<file path="src/include/ex_params.svh">
`ifndef EX_PARAMS_SVH
`define EX_PARAMS_SVH

// datapath and pc width
`define EX_XLEN 32

// architectural register index width
`define EX_REG_W 5

// csr number width, taken from the low immediate bits
`define EX_CSR_W 14

// divider busy cycles, one quotient bit each
`define EX_DIV_CYCLES 32

// nop encoding with all fields zero
`define EX_INST_NOP 32'h0000_0000

// instruction field positions
`define EX_OPC_MSB 31
`define EX_OPC_LSB 26
`define EX_IMM_W 16

`endif

</file>
<file path="src/hdl/ex_uop_pkg.sv">
`default_nettype none

package ex_uop_pkg;

    // opcode in inst[31:26]
    // codes not listed here decode as illegal
    typedef enum logic [5:0] {
        OP_NOP     = 6'h00,
        OP_ADD     = 6'h01,
        OP_SUB     = 6'h02,
        OP_AND     = 6'h03,
        OP_OR      = 6'h04,
        OP_XOR     = 6'h05,
        OP_SLL     = 6'h06,
        OP_SRL     = 6'h07,
        OP_SLTU    = 6'h08,
        // rd = rj + sext(imm16)
        OP_ADDI    = 6'h09,
        // lane 0 only from here on
        OP_DIVU    = 6'h0a,
        OP_MODU    = 6'h0b,
        OP_CSRRD   = 6'h0c,
        OP_SYSCALL = 6'h0d
    } op_e;

    // iterative divider control
    typedef enum logic [1:0] {
        DIV_IDLE = 2'b00,
        // one quotient bit per cycle
        DIV_BUSY = 2'b01,
        // result held until the pair leaves ex1
        DIV_DONE = 2'b10
    } div_state_e;

endpackage

`default_nettype wire

</file>
<file path="src/hdl/ex_excp_pkg.sv">
`default_nettype none

package ex_excp_pkg;

    // exception codes carried into ex2
    typedef enum logic [6:0] {
        // no exception
        EXC_NONE = 7'h00,
        // system call
        EXC_SYS  = 7'h0b,
        // illegal instruction
        EXC_INE  = 7'h0d
    } excp_e;

endpackage

`default_nettype wire

</file>
<file path="src/hdl/uop_decode.sv">
`timescale 1ns/10ps
`default_nettype none

`include "ex_params.svh"

module uop_decode import ex_uop_pkg::*; (
    input  wire logic [`EX_XLEN-1:0]  inst,
    // tied high on the second lane
    input  wire logic                 lane1,
    output op_e                       op,
    output logic      [`EX_REG_W-1:0] rd,
    output logic      [`EX_REG_W-1:0] rj,
    output logic      [`EX_REG_W-1:0] rk,
    output logic      [`EX_XLEN-1:0]  imm,
    output logic                      illegal,
    output logic                      syscall
);

    logic [`EX_OPC_MSB-`EX_OPC_LSB:0] raw_op;
    logic                             known;
    logic                             lane0_only;

    // fixed field positions
    assign raw_op = inst[`EX_OPC_MSB:`EX_OPC_LSB];
    assign rd     = inst[25:21];
    assign rj     = inst[20:16];
    assign rk     = inst[15:11];

    // imm16 sign-extended, csrrd uses its low bits as csr number
    assign imm = {{(`EX_XLEN-`EX_IMM_W){inst[`EX_IMM_W-1]}}, inst[`EX_IMM_W-1:0]};

    always_comb begin
        known      = 1'b1;
        lane0_only = 1'b0;
        case (raw_op)
            OP_NOP, OP_ADD, OP_SUB, OP_AND, OP_OR, OP_XOR,
            OP_SLL, OP_SRL, OP_SLTU, OP_ADDI: begin
                lane0_only = 1'b0;
            end
            // divider, csr port and trap only exist on lane 0
            OP_DIVU, OP_MODU, OP_CSRRD, OP_SYSCALL: begin
                lane0_only = 1'b1;
            end
            default: begin
                known = 1'b0;
            end
        endcase
    end

    assign illegal = ~known | (lane0_only & lane1);

    // illegal words travel on as nop, the flag carries the fault
    assign op = illegal ? OP_NOP : op_e'(raw_op);

    // only a legal lane-0 syscall raises this
    assign syscall = ~illegal & (raw_op == OP_SYSCALL);

endmodule

`default_nettype wire

</file>
<file path="src/hdl/alu_unit.sv">
`timescale 1ns/10ps
`default_nettype none

`include "ex_params.svh"

module alu_unit import ex_uop_pkg::*; (
    input  op_e                     op,
    // rj value
    input  wire logic [`EX_XLEN-1:0] a,
    // rk value
    input  wire logic [`EX_XLEN-1:0] b,
    input  wire logic [`EX_XLEN-1:0] imm,
    output logic      [`EX_XLEN-1:0] result
);

    localparam int SHAMT_W = $clog2(`EX_XLEN);

    logic [SHAMT_W-1:0] shamt;

    // shift amount from low bits of rk
    assign shamt = b[SHAMT_W-1:0];

    always_comb begin
        case (op)
            OP_ADD: begin
                result = a + b;
            end
            OP_SUB: begin
                result = a - b;
            end
            OP_AND: result = a & b;
            OP_OR:  result = a | b;
            OP_XOR: result = a ^ b;
            OP_SLL: begin
                result = a << shamt;
            end
            // logical, zero fill
            OP_SRL: begin
                result = a >> shamt;
            end
            OP_SLTU: begin
                result = {{(`EX_XLEN-1){1'b0}}, (a < b)};
            end
            OP_ADDI: begin
                result = a + imm;
            end
            // nop, divide, csr and trap have no alu result
            default: begin
                result = '0;
            end
        endcase
    end

endmodule

`default_nettype wire

</file>
<file path="src/hdl/div_unit.sv">
`timescale 1ns/10ps
`default_nettype none

`include "ex_params.svh"

module div_unit import ex_uop_pkg::*; (
    input  wire logic                clk,
    input  wire logic                rst_n,
    // lane-0 divide waiting in ex1
    input  wire logic                start,
    input  wire logic [`EX_XLEN-1:0] dividend,
    input  wire logic [`EX_XLEN-1:0] divisor,
    // pair leaves ex1 this cycle
    input  wire logic                ex1_fire,
    output logic      [`EX_XLEN-1:0] quotient,
    output logic      [`EX_XLEN-1:0] remainder,
    output logic                     div_done
);

    localparam int CNT_W = $clog2(`EX_DIV_CYCLES);
    localparam logic [CNT_W-1:0] CNT_LAST = CNT_W'(`EX_DIV_CYCLES - 1);

    div_state_e         state;
    logic [CNT_W-1:0]   count;
    logic [`EX_XLEN-1:0] rem_q;
    logic [`EX_XLEN-1:0] quo_q;
    logic [`EX_XLEN-1:0] dvsr_q;
    logic [`EX_XLEN:0]   shifted;
    logic [`EX_XLEN:0]   diff;
    logic                fits;

    // partial remainder with next dividend bit shifted in
    assign shifted = {rem_q, quo_q[`EX_XLEN-1]};
    assign diff    = shifted - {1'b0, dvsr_q};
    assign fits    = (shifted >= {1'b0, dvsr_q});

    always_ff @(posedge clk) begin
        if (!rst_n) begin
            state <= DIV_IDLE;
            count <= '0;
        end else begin
            case (state)
                DIV_IDLE: begin
                    count <= '0;
                    if (start) begin
                        state <= DIV_BUSY;
                    end
                end
                DIV_BUSY: begin
                    count <= count + 1'b1;
                    if (count == CNT_LAST) begin
                        state <= DIV_DONE;
                    end
                end
                // hold until the register takes the result
                DIV_DONE: begin
                    if (ex1_fire) begin
                        state <= DIV_IDLE;
                    end
                end
                default: state <= DIV_IDLE;
            endcase
        end
    end

    // datapath, dividend bits leave quo_q as quotient bits enter
    // divisor 0 always fits, so q ends all ones and rem ends at dividend
    always_ff @(posedge clk) begin
        if (state == DIV_IDLE && start) begin
            rem_q  <= '0;
            quo_q  <= dividend;
            dvsr_q <= divisor;
        end else if (state == DIV_BUSY) begin
            rem_q <= fits ? diff[`EX_XLEN-1:0] : shifted[`EX_XLEN-1:0];
            quo_q <= {quo_q[`EX_XLEN-2:0], fits};
        end
    end

    assign quotient  = quo_q;
    assign remainder = rem_q;
    assign div_done  = (state == DIV_DONE);

endmodule

`default_nettype wire

</file>
<file path="src/hdl/ex1_ex2_reg.sv">
`timescale 1ns/10ps
`default_nettype none

`include "ex_params.svh"

module ex1_ex2_reg import ex_uop_pkg::*, ex_excp_pkg::*; (
    input  wire logic                 clk,
    input  wire logic                 rst_n,
    input  wire logic                 flush,
    input  wire logic                 ex1_readygo,
    input  wire logic                 ex2_allowin,
    input  wire logic                 div_done,
    input  wire logic [`EX_XLEN-1:0]  pc0,
    input  wire logic [`EX_XLEN-1:0]  pc1,
    input  wire logic [`EX_XLEN-1:0]  inst0,
    input  wire logic [`EX_XLEN-1:0]  inst1,
    input  op_e                       op0,
    input  op_e                       op1,
    input  wire logic [`EX_REG_W-1:0] rd0,
    input  wire logic [`EX_REG_W-1:0] rd1,
    input  wire logic                 illegal0,
    input  wire logic                 illegal1,
    input  wire logic                 syscall0,
    input  wire logic [`EX_XLEN-1:0]  alu_result0,
    input  wire logic [`EX_XLEN-1:0]  alu_result1,
    input  wire logic [`EX_XLEN-1:0]  quotient,
    input  wire logic [`EX_XLEN-1:0]  remainder,
    input  wire logic [`EX_XLEN-1:0]  csr_rdata,
    output logic                      ex1_allowin,
    output logic                      ex1_fire,
    output logic                      ex2_valid,
    output logic      [`EX_XLEN-1:0]  ex2_pc0,
    output logic      [`EX_XLEN-1:0]  ex2_pc1,
    output logic      [`EX_XLEN-1:0]  ex2_inst0,
    output logic      [`EX_XLEN-1:0]  ex2_inst1,
    output logic      [`EX_REG_W-1:0] ex2_rd0,
    output logic      [`EX_REG_W-1:0] ex2_rd1,
    output logic      [`EX_XLEN-1:0]  ex2_data0,
    output logic      [`EX_XLEN-1:0]  ex2_data1,
    output logic                      ex2_we0,
    output logic                      ex2_we1,
    output logic                      ex2_csr_ren,
    output logic                      ex2_excp_flag,
    output excp_e                     ex2_exception,
    output logic      [`EX_XLEN-1:0]  ex2_badv
);

    logic                is_div0;
    logic                div_stall;
    logic                bubble;
    logic                exc0;
    logic                exc1;
    logic [`EX_XLEN-1:0] data0_nxt;
    logic                we0_nxt;
    logic                we1_nxt;
    excp_e               code_nxt;
    logic [`EX_XLEN-1:0] badv_nxt;

    // divide in lane 0 blocks entry until the divider finishes
    assign is_div0     = (op0 == OP_DIVU) || (op0 == OP_MODU);
    assign div_stall   = ex1_readygo & is_div0 & ~div_done;
    assign ex1_allowin = ex2_allowin & ~div_stall;
    assign ex1_fire    = ex1_readygo & ex1_allowin;

    // ex1 empty while ex2 drains, or a flush
    assign bubble = flush | (~ex1_readygo & ex2_allowin);

    // lane-1 syscall already decodes as illegal
    assign exc0 = illegal0 | syscall0;
    assign exc1 = illegal1;

    // lane-0 result source
    always_comb begin
        case (op0)
            OP_MODU:  data0_nxt = remainder;
            OP_DIVU:  data0_nxt = quotient;
            OP_CSRRD: data0_nxt = csr_rdata;
            default:  data0_nxt = alu_result0;
        endcase
    end

    // no write to r0, on a fault, or for nop and trap
    assign we0_nxt = (rd0 != '0) & ~exc0 & (op0 != OP_NOP) & (op0 != OP_SYSCALL);
    // an older fault in lane 0 squashes lane 1 too
    assign we1_nxt = (rd1 != '0) & ~exc1 & ~exc0 & (op1 != OP_NOP) & (op1 != OP_SYSCALL);

    // lane 0 wins when both lanes fault
    always_comb begin
        if (exc0) begin
            code_nxt = illegal0 ? EXC_INE : EXC_SYS;
            badv_nxt = pc0;
        end else if (exc1) begin
            code_nxt = EXC_INE;
            badv_nxt = pc1;
        end else begin
            code_nxt = EXC_NONE;
            badv_nxt = '0;
        end
    end

    always_ff @(posedge clk) begin
        if (!rst_n || bubble) begin
            ex2_valid     <= 1'b0;
            ex2_pc0       <= '0;
            ex2_pc1       <= '0;
            ex2_inst0     <= `EX_INST_NOP;
            ex2_inst1     <= `EX_INST_NOP;
            ex2_rd0       <= '0;
            ex2_rd1       <= '0;
            ex2_data0     <= '0;
            ex2_data1     <= '0;
            ex2_we0       <= 1'b0;
            ex2_we1       <= 1'b0;
            ex2_csr_ren   <= 1'b0;
            ex2_excp_flag <= 1'b0;
            ex2_exception <= EXC_NONE;
            ex2_badv      <= '0;
        end else if (ex1_fire) begin
            ex2_valid     <= 1'b1;
            ex2_pc0       <= pc0;
            ex2_pc1       <= pc1;
            ex2_inst0     <= inst0;
            ex2_inst1     <= inst1;
            ex2_rd0       <= rd0;
            ex2_rd1       <= rd1;
            ex2_data0     <= data0_nxt;
            // lane 1 has only the alu
            ex2_data1     <= alu_result1;
            ex2_we0       <= we0_nxt;
            ex2_we1       <= we1_nxt;
            ex2_csr_ren   <= (op0 == OP_CSRRD);
            ex2_excp_flag <= exc0 | exc1;
            ex2_exception <= code_nxt;
            ex2_badv      <= badv_nxt;
        end
        // otherwise ex2 is stalled, hold everything
    end

endmodule

`default_nettype wire

</file>
<file path="src/hdl/ex_top.sv">
`timescale 1ns/10ps
`default_nettype none

`include "ex_params.svh"

module ex_top import ex_uop_pkg::*, ex_excp_pkg::*; (
    input  wire logic                 clk,
    input  wire logic                 rst_n,
    input  wire logic [`EX_XLEN-1:0]  pc0,
    input  wire logic [`EX_XLEN-1:0]  pc1,
    input  wire logic [`EX_XLEN-1:0]  inst0,
    input  wire logic [`EX_XLEN-1:0]  inst1,
    // rj and rk values per lane
    input  wire logic [`EX_XLEN-1:0]  src_a0,
    input  wire logic [`EX_XLEN-1:0]  src_b0,
    input  wire logic [`EX_XLEN-1:0]  src_a1,
    input  wire logic [`EX_XLEN-1:0]  src_b1,
    input  wire logic [`EX_XLEN-1:0]  csr_rdata,
    input  wire logic                 ex1_readygo,
    input  wire logic                 ex2_allowin,
    input  wire logic                 flush,
    output logic                      ex1_allowin,
    output logic      [`EX_CSR_W-1:0] csr_addr,
    output logic                      ex2_valid,
    output logic      [`EX_XLEN-1:0]  ex2_pc0,
    output logic      [`EX_XLEN-1:0]  ex2_pc1,
    output logic      [`EX_XLEN-1:0]  ex2_inst0,
    output logic      [`EX_XLEN-1:0]  ex2_inst1,
    output logic      [`EX_REG_W-1:0] ex2_rd0,
    output logic      [`EX_REG_W-1:0] ex2_rd1,
    output logic      [`EX_XLEN-1:0]  ex2_data0,
    output logic      [`EX_XLEN-1:0]  ex2_data1,
    output logic                      ex2_we0,
    output logic                      ex2_we1,
    output logic                      ex2_csr_ren,
    output logic                      ex2_excp_flag,
    output excp_e                     ex2_exception,
    output logic      [`EX_XLEN-1:0]  ex2_badv
);

    op_e                  dec0_op;
    op_e                  dec1_op;
    logic [`EX_REG_W-1:0] dec0_rd;
    logic [`EX_REG_W-1:0] dec1_rd;
    logic [`EX_XLEN-1:0]  dec0_imm;
    logic [`EX_XLEN-1:0]  dec1_imm;
    logic                 dec0_illegal;
    logic                 dec1_illegal;
    logic                 dec0_syscall;
    logic [`EX_XLEN-1:0]  alu_res0;
    logic [`EX_XLEN-1:0]  alu_res1;
    logic [`EX_XLEN-1:0]  quotient;
    logic [`EX_XLEN-1:0]  remainder;
    logic                 div_done;
    logic                 div_start;
    logic                 ex1_fire;

    // csr number straight from lane-0 immediate
    assign csr_addr = dec0_imm[`EX_CSR_W-1:0];

    // kick the divider while a lane-0 divide sits in ex1
    assign div_start = ex1_readygo & ((dec0_op == OP_DIVU) || (dec0_op == OP_MODU));

    // register fields rj/rk unused, operand values arrive resolved
    uop_decode dec0 (
        .inst(inst0), .lane1(1'b0), .op(dec0_op), .rd(dec0_rd), .rj(), .rk(),
        .imm(dec0_imm), .illegal(dec0_illegal), .syscall(dec0_syscall)
    );

    // lane 1 has no trap path, syscall there shows up as illegal
    uop_decode dec1 (
        .inst(inst1), .lane1(1'b1), .op(dec1_op), .rd(dec1_rd), .rj(), .rk(),
        .imm(dec1_imm), .illegal(dec1_illegal), .syscall()
    );

    alu_unit alu0 (.op(dec0_op), .a(src_a0), .b(src_b0), .imm(dec0_imm), .result(alu_res0));
    alu_unit alu1 (.op(dec1_op), .a(src_a1), .b(src_b1), .imm(dec1_imm), .result(alu_res1));

    div_unit div0 (
        .clk(clk), .rst_n(rst_n), .start(div_start), .dividend(src_a0), .divisor(src_b0),
        .ex1_fire(ex1_fire), .quotient(quotient), .remainder(remainder), .div_done(div_done)
    );

    ex1_ex2_reg pipe0 (
        .clk(clk), .rst_n(rst_n), .flush(flush), .ex1_readygo(ex1_readygo),
        .ex2_allowin(ex2_allowin), .div_done(div_done),
        .pc0(pc0), .pc1(pc1), .inst0(inst0), .inst1(inst1),
        .op0(dec0_op), .op1(dec1_op), .rd0(dec0_rd), .rd1(dec1_rd),
        .illegal0(dec0_illegal), .illegal1(dec1_illegal), .syscall0(dec0_syscall),
        .alu_result0(alu_res0), .alu_result1(alu_res1),
        .quotient(quotient), .remainder(remainder), .csr_rdata(csr_rdata),
        .ex1_allowin(ex1_allowin), .ex1_fire(ex1_fire),
        .ex2_valid(ex2_valid), .ex2_pc0(ex2_pc0), .ex2_pc1(ex2_pc1),
        .ex2_inst0(ex2_inst0), .ex2_inst1(ex2_inst1),
        .ex2_rd0(ex2_rd0), .ex2_rd1(ex2_rd1),
        .ex2_data0(ex2_data0), .ex2_data1(ex2_data1),
        .ex2_we0(ex2_we0), .ex2_we1(ex2_we1), .ex2_csr_ren(ex2_csr_ren),
        .ex2_excp_flag(ex2_excp_flag), .ex2_exception(ex2_exception), .ex2_badv(ex2_badv)
    );

endmodule

`default_nettype wire

</file>
<file path="config.mk">
export PLATFORM = sky130hd
export DESIGN_NAME = ex_top
export DESIGN_NICKNAME = d
export VERILOG_FILES = /design/src/hdl/ex_uop_pkg.sv /design/src/hdl/ex_excp_pkg.sv /design/src/hdl/uop_decode.sv /design/src/hdl/alu_unit.sv /design/src/hdl/div_unit.sv /design/src/hdl/ex1_ex2_reg.sv /design/src/hdl/ex_top.sv
export VERILOG_INCLUDE_DIRS = /design/src /design/src/include
export SDC_FILE = /design/constraint.sdc
export NUM_CORES = 2
export LEC_CHECK = 0
export BUFFER_PORTS_ARGS = -buffer_cell sky130_fd_sc_hd__buf_2
export CORE_MARGIN = 8
export CORE_UTILIZATION = 28
export CTS_CLUSTER_DIAMETER = 200
export DETAILED_ROUTE_END_ITERATION = 7
export HOLD_SLACK_MARGIN = 0.08
export PLACE_DENSITY_LB_ADDON = 0.1
export SKIP_CTS_REPAIR_TIMING = 1
export SLEW_MARGIN = 20
export SYNTH_ARGS = -nofsm -noshare
export SYNTH_HDL_FRONTEND = slang
export SYNTH_SLANG_ARGS = --single-unit
</file>
<file path="constraint.sdc">
create_clock -name clk -period 5.76 [get_ports clk]
set_input_delay 0.864 -clock clk [delete_from_list [all_inputs] [get_ports clk]]
set_output_delay 0.864 -clock clk [all_outputs]
set_load 0.01 [all_outputs]
</file>
==> impl_metrics.ini <==
[detailed_routing]
wl_mm = 173
wl_met2_mm = 77.6
avgRoutedWirePerCell_um = 28.3
routed-via-count = 34627
drc = 0
vias_per_cell = 5.67
first_iter_violations = 3965
final_antenna_net_count = 0
wl_met1_mm = 76.6
dr_wl_met3_mm = 14.3
dr.pass1.iters = 6
routed.top_layer = met5

[synthesis]
synth.area.top_cells = dfxtp_1 17%, ha_1 12%, a21oi_1 6.5%
ys_ff_latch = 334
synth-async-reset-ratio_pct = 0
yosys_warnings = 0
synth_area_leader_cell = dfxtp_1
yosys.area.top_type_share_pct = 17.1
synth-edff-count = 64
syn_avg_cell_area_um2 = 7.62
seq_area_frac_synth_pct = 23.2
syn_area_mm2 = 0.0316
postSynthCellCount = 4150
synth_cell_types = 82
ys.flop_type = dfxtp_1

[critical_path]
crit_slowest_cell = o41a_1
critPathMaxFanout = 5
r2r-start = div0.remainder[7]$_SDFFE_PP0P_
r2r_setup_slack_ns = 1.58
path_cells = buf_2 -> or2_2 -> a211oi_2 -> and3_1 -> nand2_1 -> mux2_2 -> ha_1 -> inv_1 -> fa_1 -> nor2b_1 -> o31a_1 -> o41a_1 -> a311o_1 -> a31o_1 -> a211o_1 -> a21o_1 -> a211o_1 -> a311oi_1 -> a21oi_1
path_delay_family = compound AO/OA/AOI/OAI gates
timing.rr.end = div0.remainder[13]$_SDFFE_PP0P_
ff2ff_path_depth = 11
crit_cells = 19
cp-end-kind = flip-flop
crit_path_start = inst1[27]
critPathKind = in -> reg
worst-endpoint-required_ns = 6.26
cp_num_buf_inv = 2
slowest_delay_ns = 0.45
crit_top_cell = a211o_1
crit_arrival_ns = 5.61
start_kind = input pin
endpoint = pipe0.ex2_data1[28]$_SDFFE_PP0P_

[cells_and_area]
synthToLayoutAreaGrowth_pct = 18.6
nFillCells = 12185
final_common_cell = buf_2
post-route-util_pct = 33.4
drive_gt1_share_pct = 18.8
nets = 5155
mostFrequentLayoutCells = 548 x buf_2, 491 x nand2_1, 411 x a21oi_1, 404 x nor2_1, 301 x o21ai_0

[floorplan]
dieArea_mm2 = 0.124
rows = 123
die_w_um = 352
chipHeight_um = 352
initial_core_util_pct = 28.2
io_pins = 554
core_region_area_mm2 = 0.112

[sta]
finalClockSkew_ns = 0.0372
rsz0062_at_grt = false
slew_headroom_pct = 22.3
layout_min_cycle_time_ns = 5.11
setup_tns_ns = 0
fmax_mhz = 196
hold_viol = 0
period_share_pct = 88.7
final.setup.worst_slack_ns = 0.651
drv_slew = 0
worstMarginPinSlew_ns = 1.16
setup_viol = 0

[pwr]
total_power_w = 0.00892
leakage_nw = 16.5
peakVddDrop_uv = 194
powerDensity_mw_per_mm2 = 238

[global_routing]
antenna_found_initial = 30
grtUsageTotal_pct = 26.2
grt_pass1_wl_mm = 245
grt_max_degree = 170
grt-ovfl-total = 0
grt_pass1_vias = 32874

[status]
status = complete, no violations

[place]
gp_congestion = 0.981
hpwlAfterDp_mm = 137
portBuffers = 550
pre_cts_slack_ns = 0.0194

[cts]
cts_root_buf = clkbuf_16
clockBufferDepth = 3
numClockSinks = 334
cts_max_level = 2
cts_tree = done
path_clk_slew_ns = 0.06
insertion_delay_ns = 0.65
cts_inserted_buffers = 45

[min_path]
holdPathStages = 2
holdCritPathClass = reg -> reg

[job]
max_cap_viol_count = 0
==> state kept, by name, summed over array words and instances, names as in the netlist, 3 cells and up <==
| name | cells |
|---|---|
| div0.count | 5 |
| div0.dvsr_q | 32 |
| div0.quotient | 32 |
| div0.remainder | 32 |
| pipe0.ex2_badv | 32 |
| pipe0.ex2_data0 | 32 |
| pipe0.ex2_data1 | 32 |
| pipe0.ex2_exception | 3 |
| pipe0.ex2_inst0 | 28 |
| pipe0.ex2_inst1 | 28 |
| pipe0.ex2_pc0 | 32 |
| pipe0.ex2_pc1 | 32 |
| pipe0.ex2_rd0 | 4 |
| pipe0.ex2_rd1 | 4 |
==> per-layer routing <==
metal / track usage (%) / vias up
li1: - / 15888
met1: 36.3 / 16975
met2: 41.8 / 1541
met3: 5.27 / 211
met4: 5.74 / 12
met5: 0 / -
==> cell usage after synthesis, types with 84 or more instances <==
cell and count:
dfxtp_1 270, a221oi_1 96, mux2i_1 124, nor3_1 89
a21o_1 84, inv_1 242, clkbuf_1 230, nand2_1 491
o21ai_0 301, nor2_1 407, ha_1 300, a21oi_1 412
==> power breakdown <==
group / internal, W / leakage [nW] / switching, W / total [W]
Sequential: 0.00251 / 2.77 / 0.000167 / 0.00267
Clock: 0.00167 / 0.737 / 0.00128 / 0.00295
Combinational: 0.00120 / 13.0 / 0.00209 / 0.00329
Total: 0.00538 / 16.5 / 0.00354 / 0.00892
==> per-stage QoR <==
step | std cells | area (um^2) | hold WS (ns)
after floorplan | 4152 | 31600 | 0.460
after global routing | 6093 | 37500 | 0.439
after detailed placement | 6010 | 35900 | 0.444
final | 6106 | 37500 | 0.449
after CTS | 6091 | 37500 | 0.416
after global placement | 6010 | 35900 | 0.439
==> cell type report <==
class	count	area (um^2)	share of cell area, %
diodes	15	37.5	0.100
clock buffers	55	1220	3.27
clock inverters	26	297	0.791
inverters	247	927	2.47
multi-input cells	3274	22200	59.3
flip-flops and latches	334	7330	19.5
well taps	1500	1880	5.01
repair buffers	655	3580	9.56
==> how the worst min path moves through the flow <==
| stage | startpoint | end |
|---|---|---|
| after floorplan | div0.remainder[1]$_SDFFE_PP0P_ | div0.remainder[1]$_SDFFE_PP0P_ |
| after global placement | pipe0.ex2_inst0[26]$_SDFFE_PP0P_ | pipe0.ex2_inst0[26]$_SDFFE_PP0P_ |
| after detailed placement | pipe0.ex2_inst0[4]$_SDFFE_PP0P_ | pipe0.ex2_inst0[4]$_SDFFE_PP0P_ |
| after CTS | inst1[20] | pipe0.ex2_inst1[20]$_SDFFE_PP0P_ |
| after global routing | inst0[17] | pipe0.ex2_inst0[17]$_SDFFE_PP0P_ |
| final | pipe0.ex2_inst0[4]$_SDFFE_PP0P_ | pipe0.ex2_inst0[4]$_SDFFE_PP0P_ |
==> worst register-to-register path: stages, from the launching register on <==
cell and delay [ns]:
dfxtp_1 0.45, ha_1 0.34, and3_1 0.24, a221oi_1 0.41, a2bb2oi_1 0.27, o311ai_1 0.29
a31o_2 0.32, a41o_1 0.33, a21oi_4 0.73, buf_4 0.36, mux2i_1 0.21, o21ai_0 0.09
==> cells by family (layout without fill, tap and decap cells) <==
group,Yosys count,count (layout),synth area share [%]
xor gates and xnor gates,116,116,3.21
and+or+nand+nor,1307,1307,18.3
muxes,222,222,9.37
DFF,334,334,23.2
adders and majority gates,305,305,12.2
buffers and inverters,544,983,6.81
AOI/OAI and AO/OA,1321,1321,26.9
other,1,18,0.0119
Power figures use the tool's default switching activity.
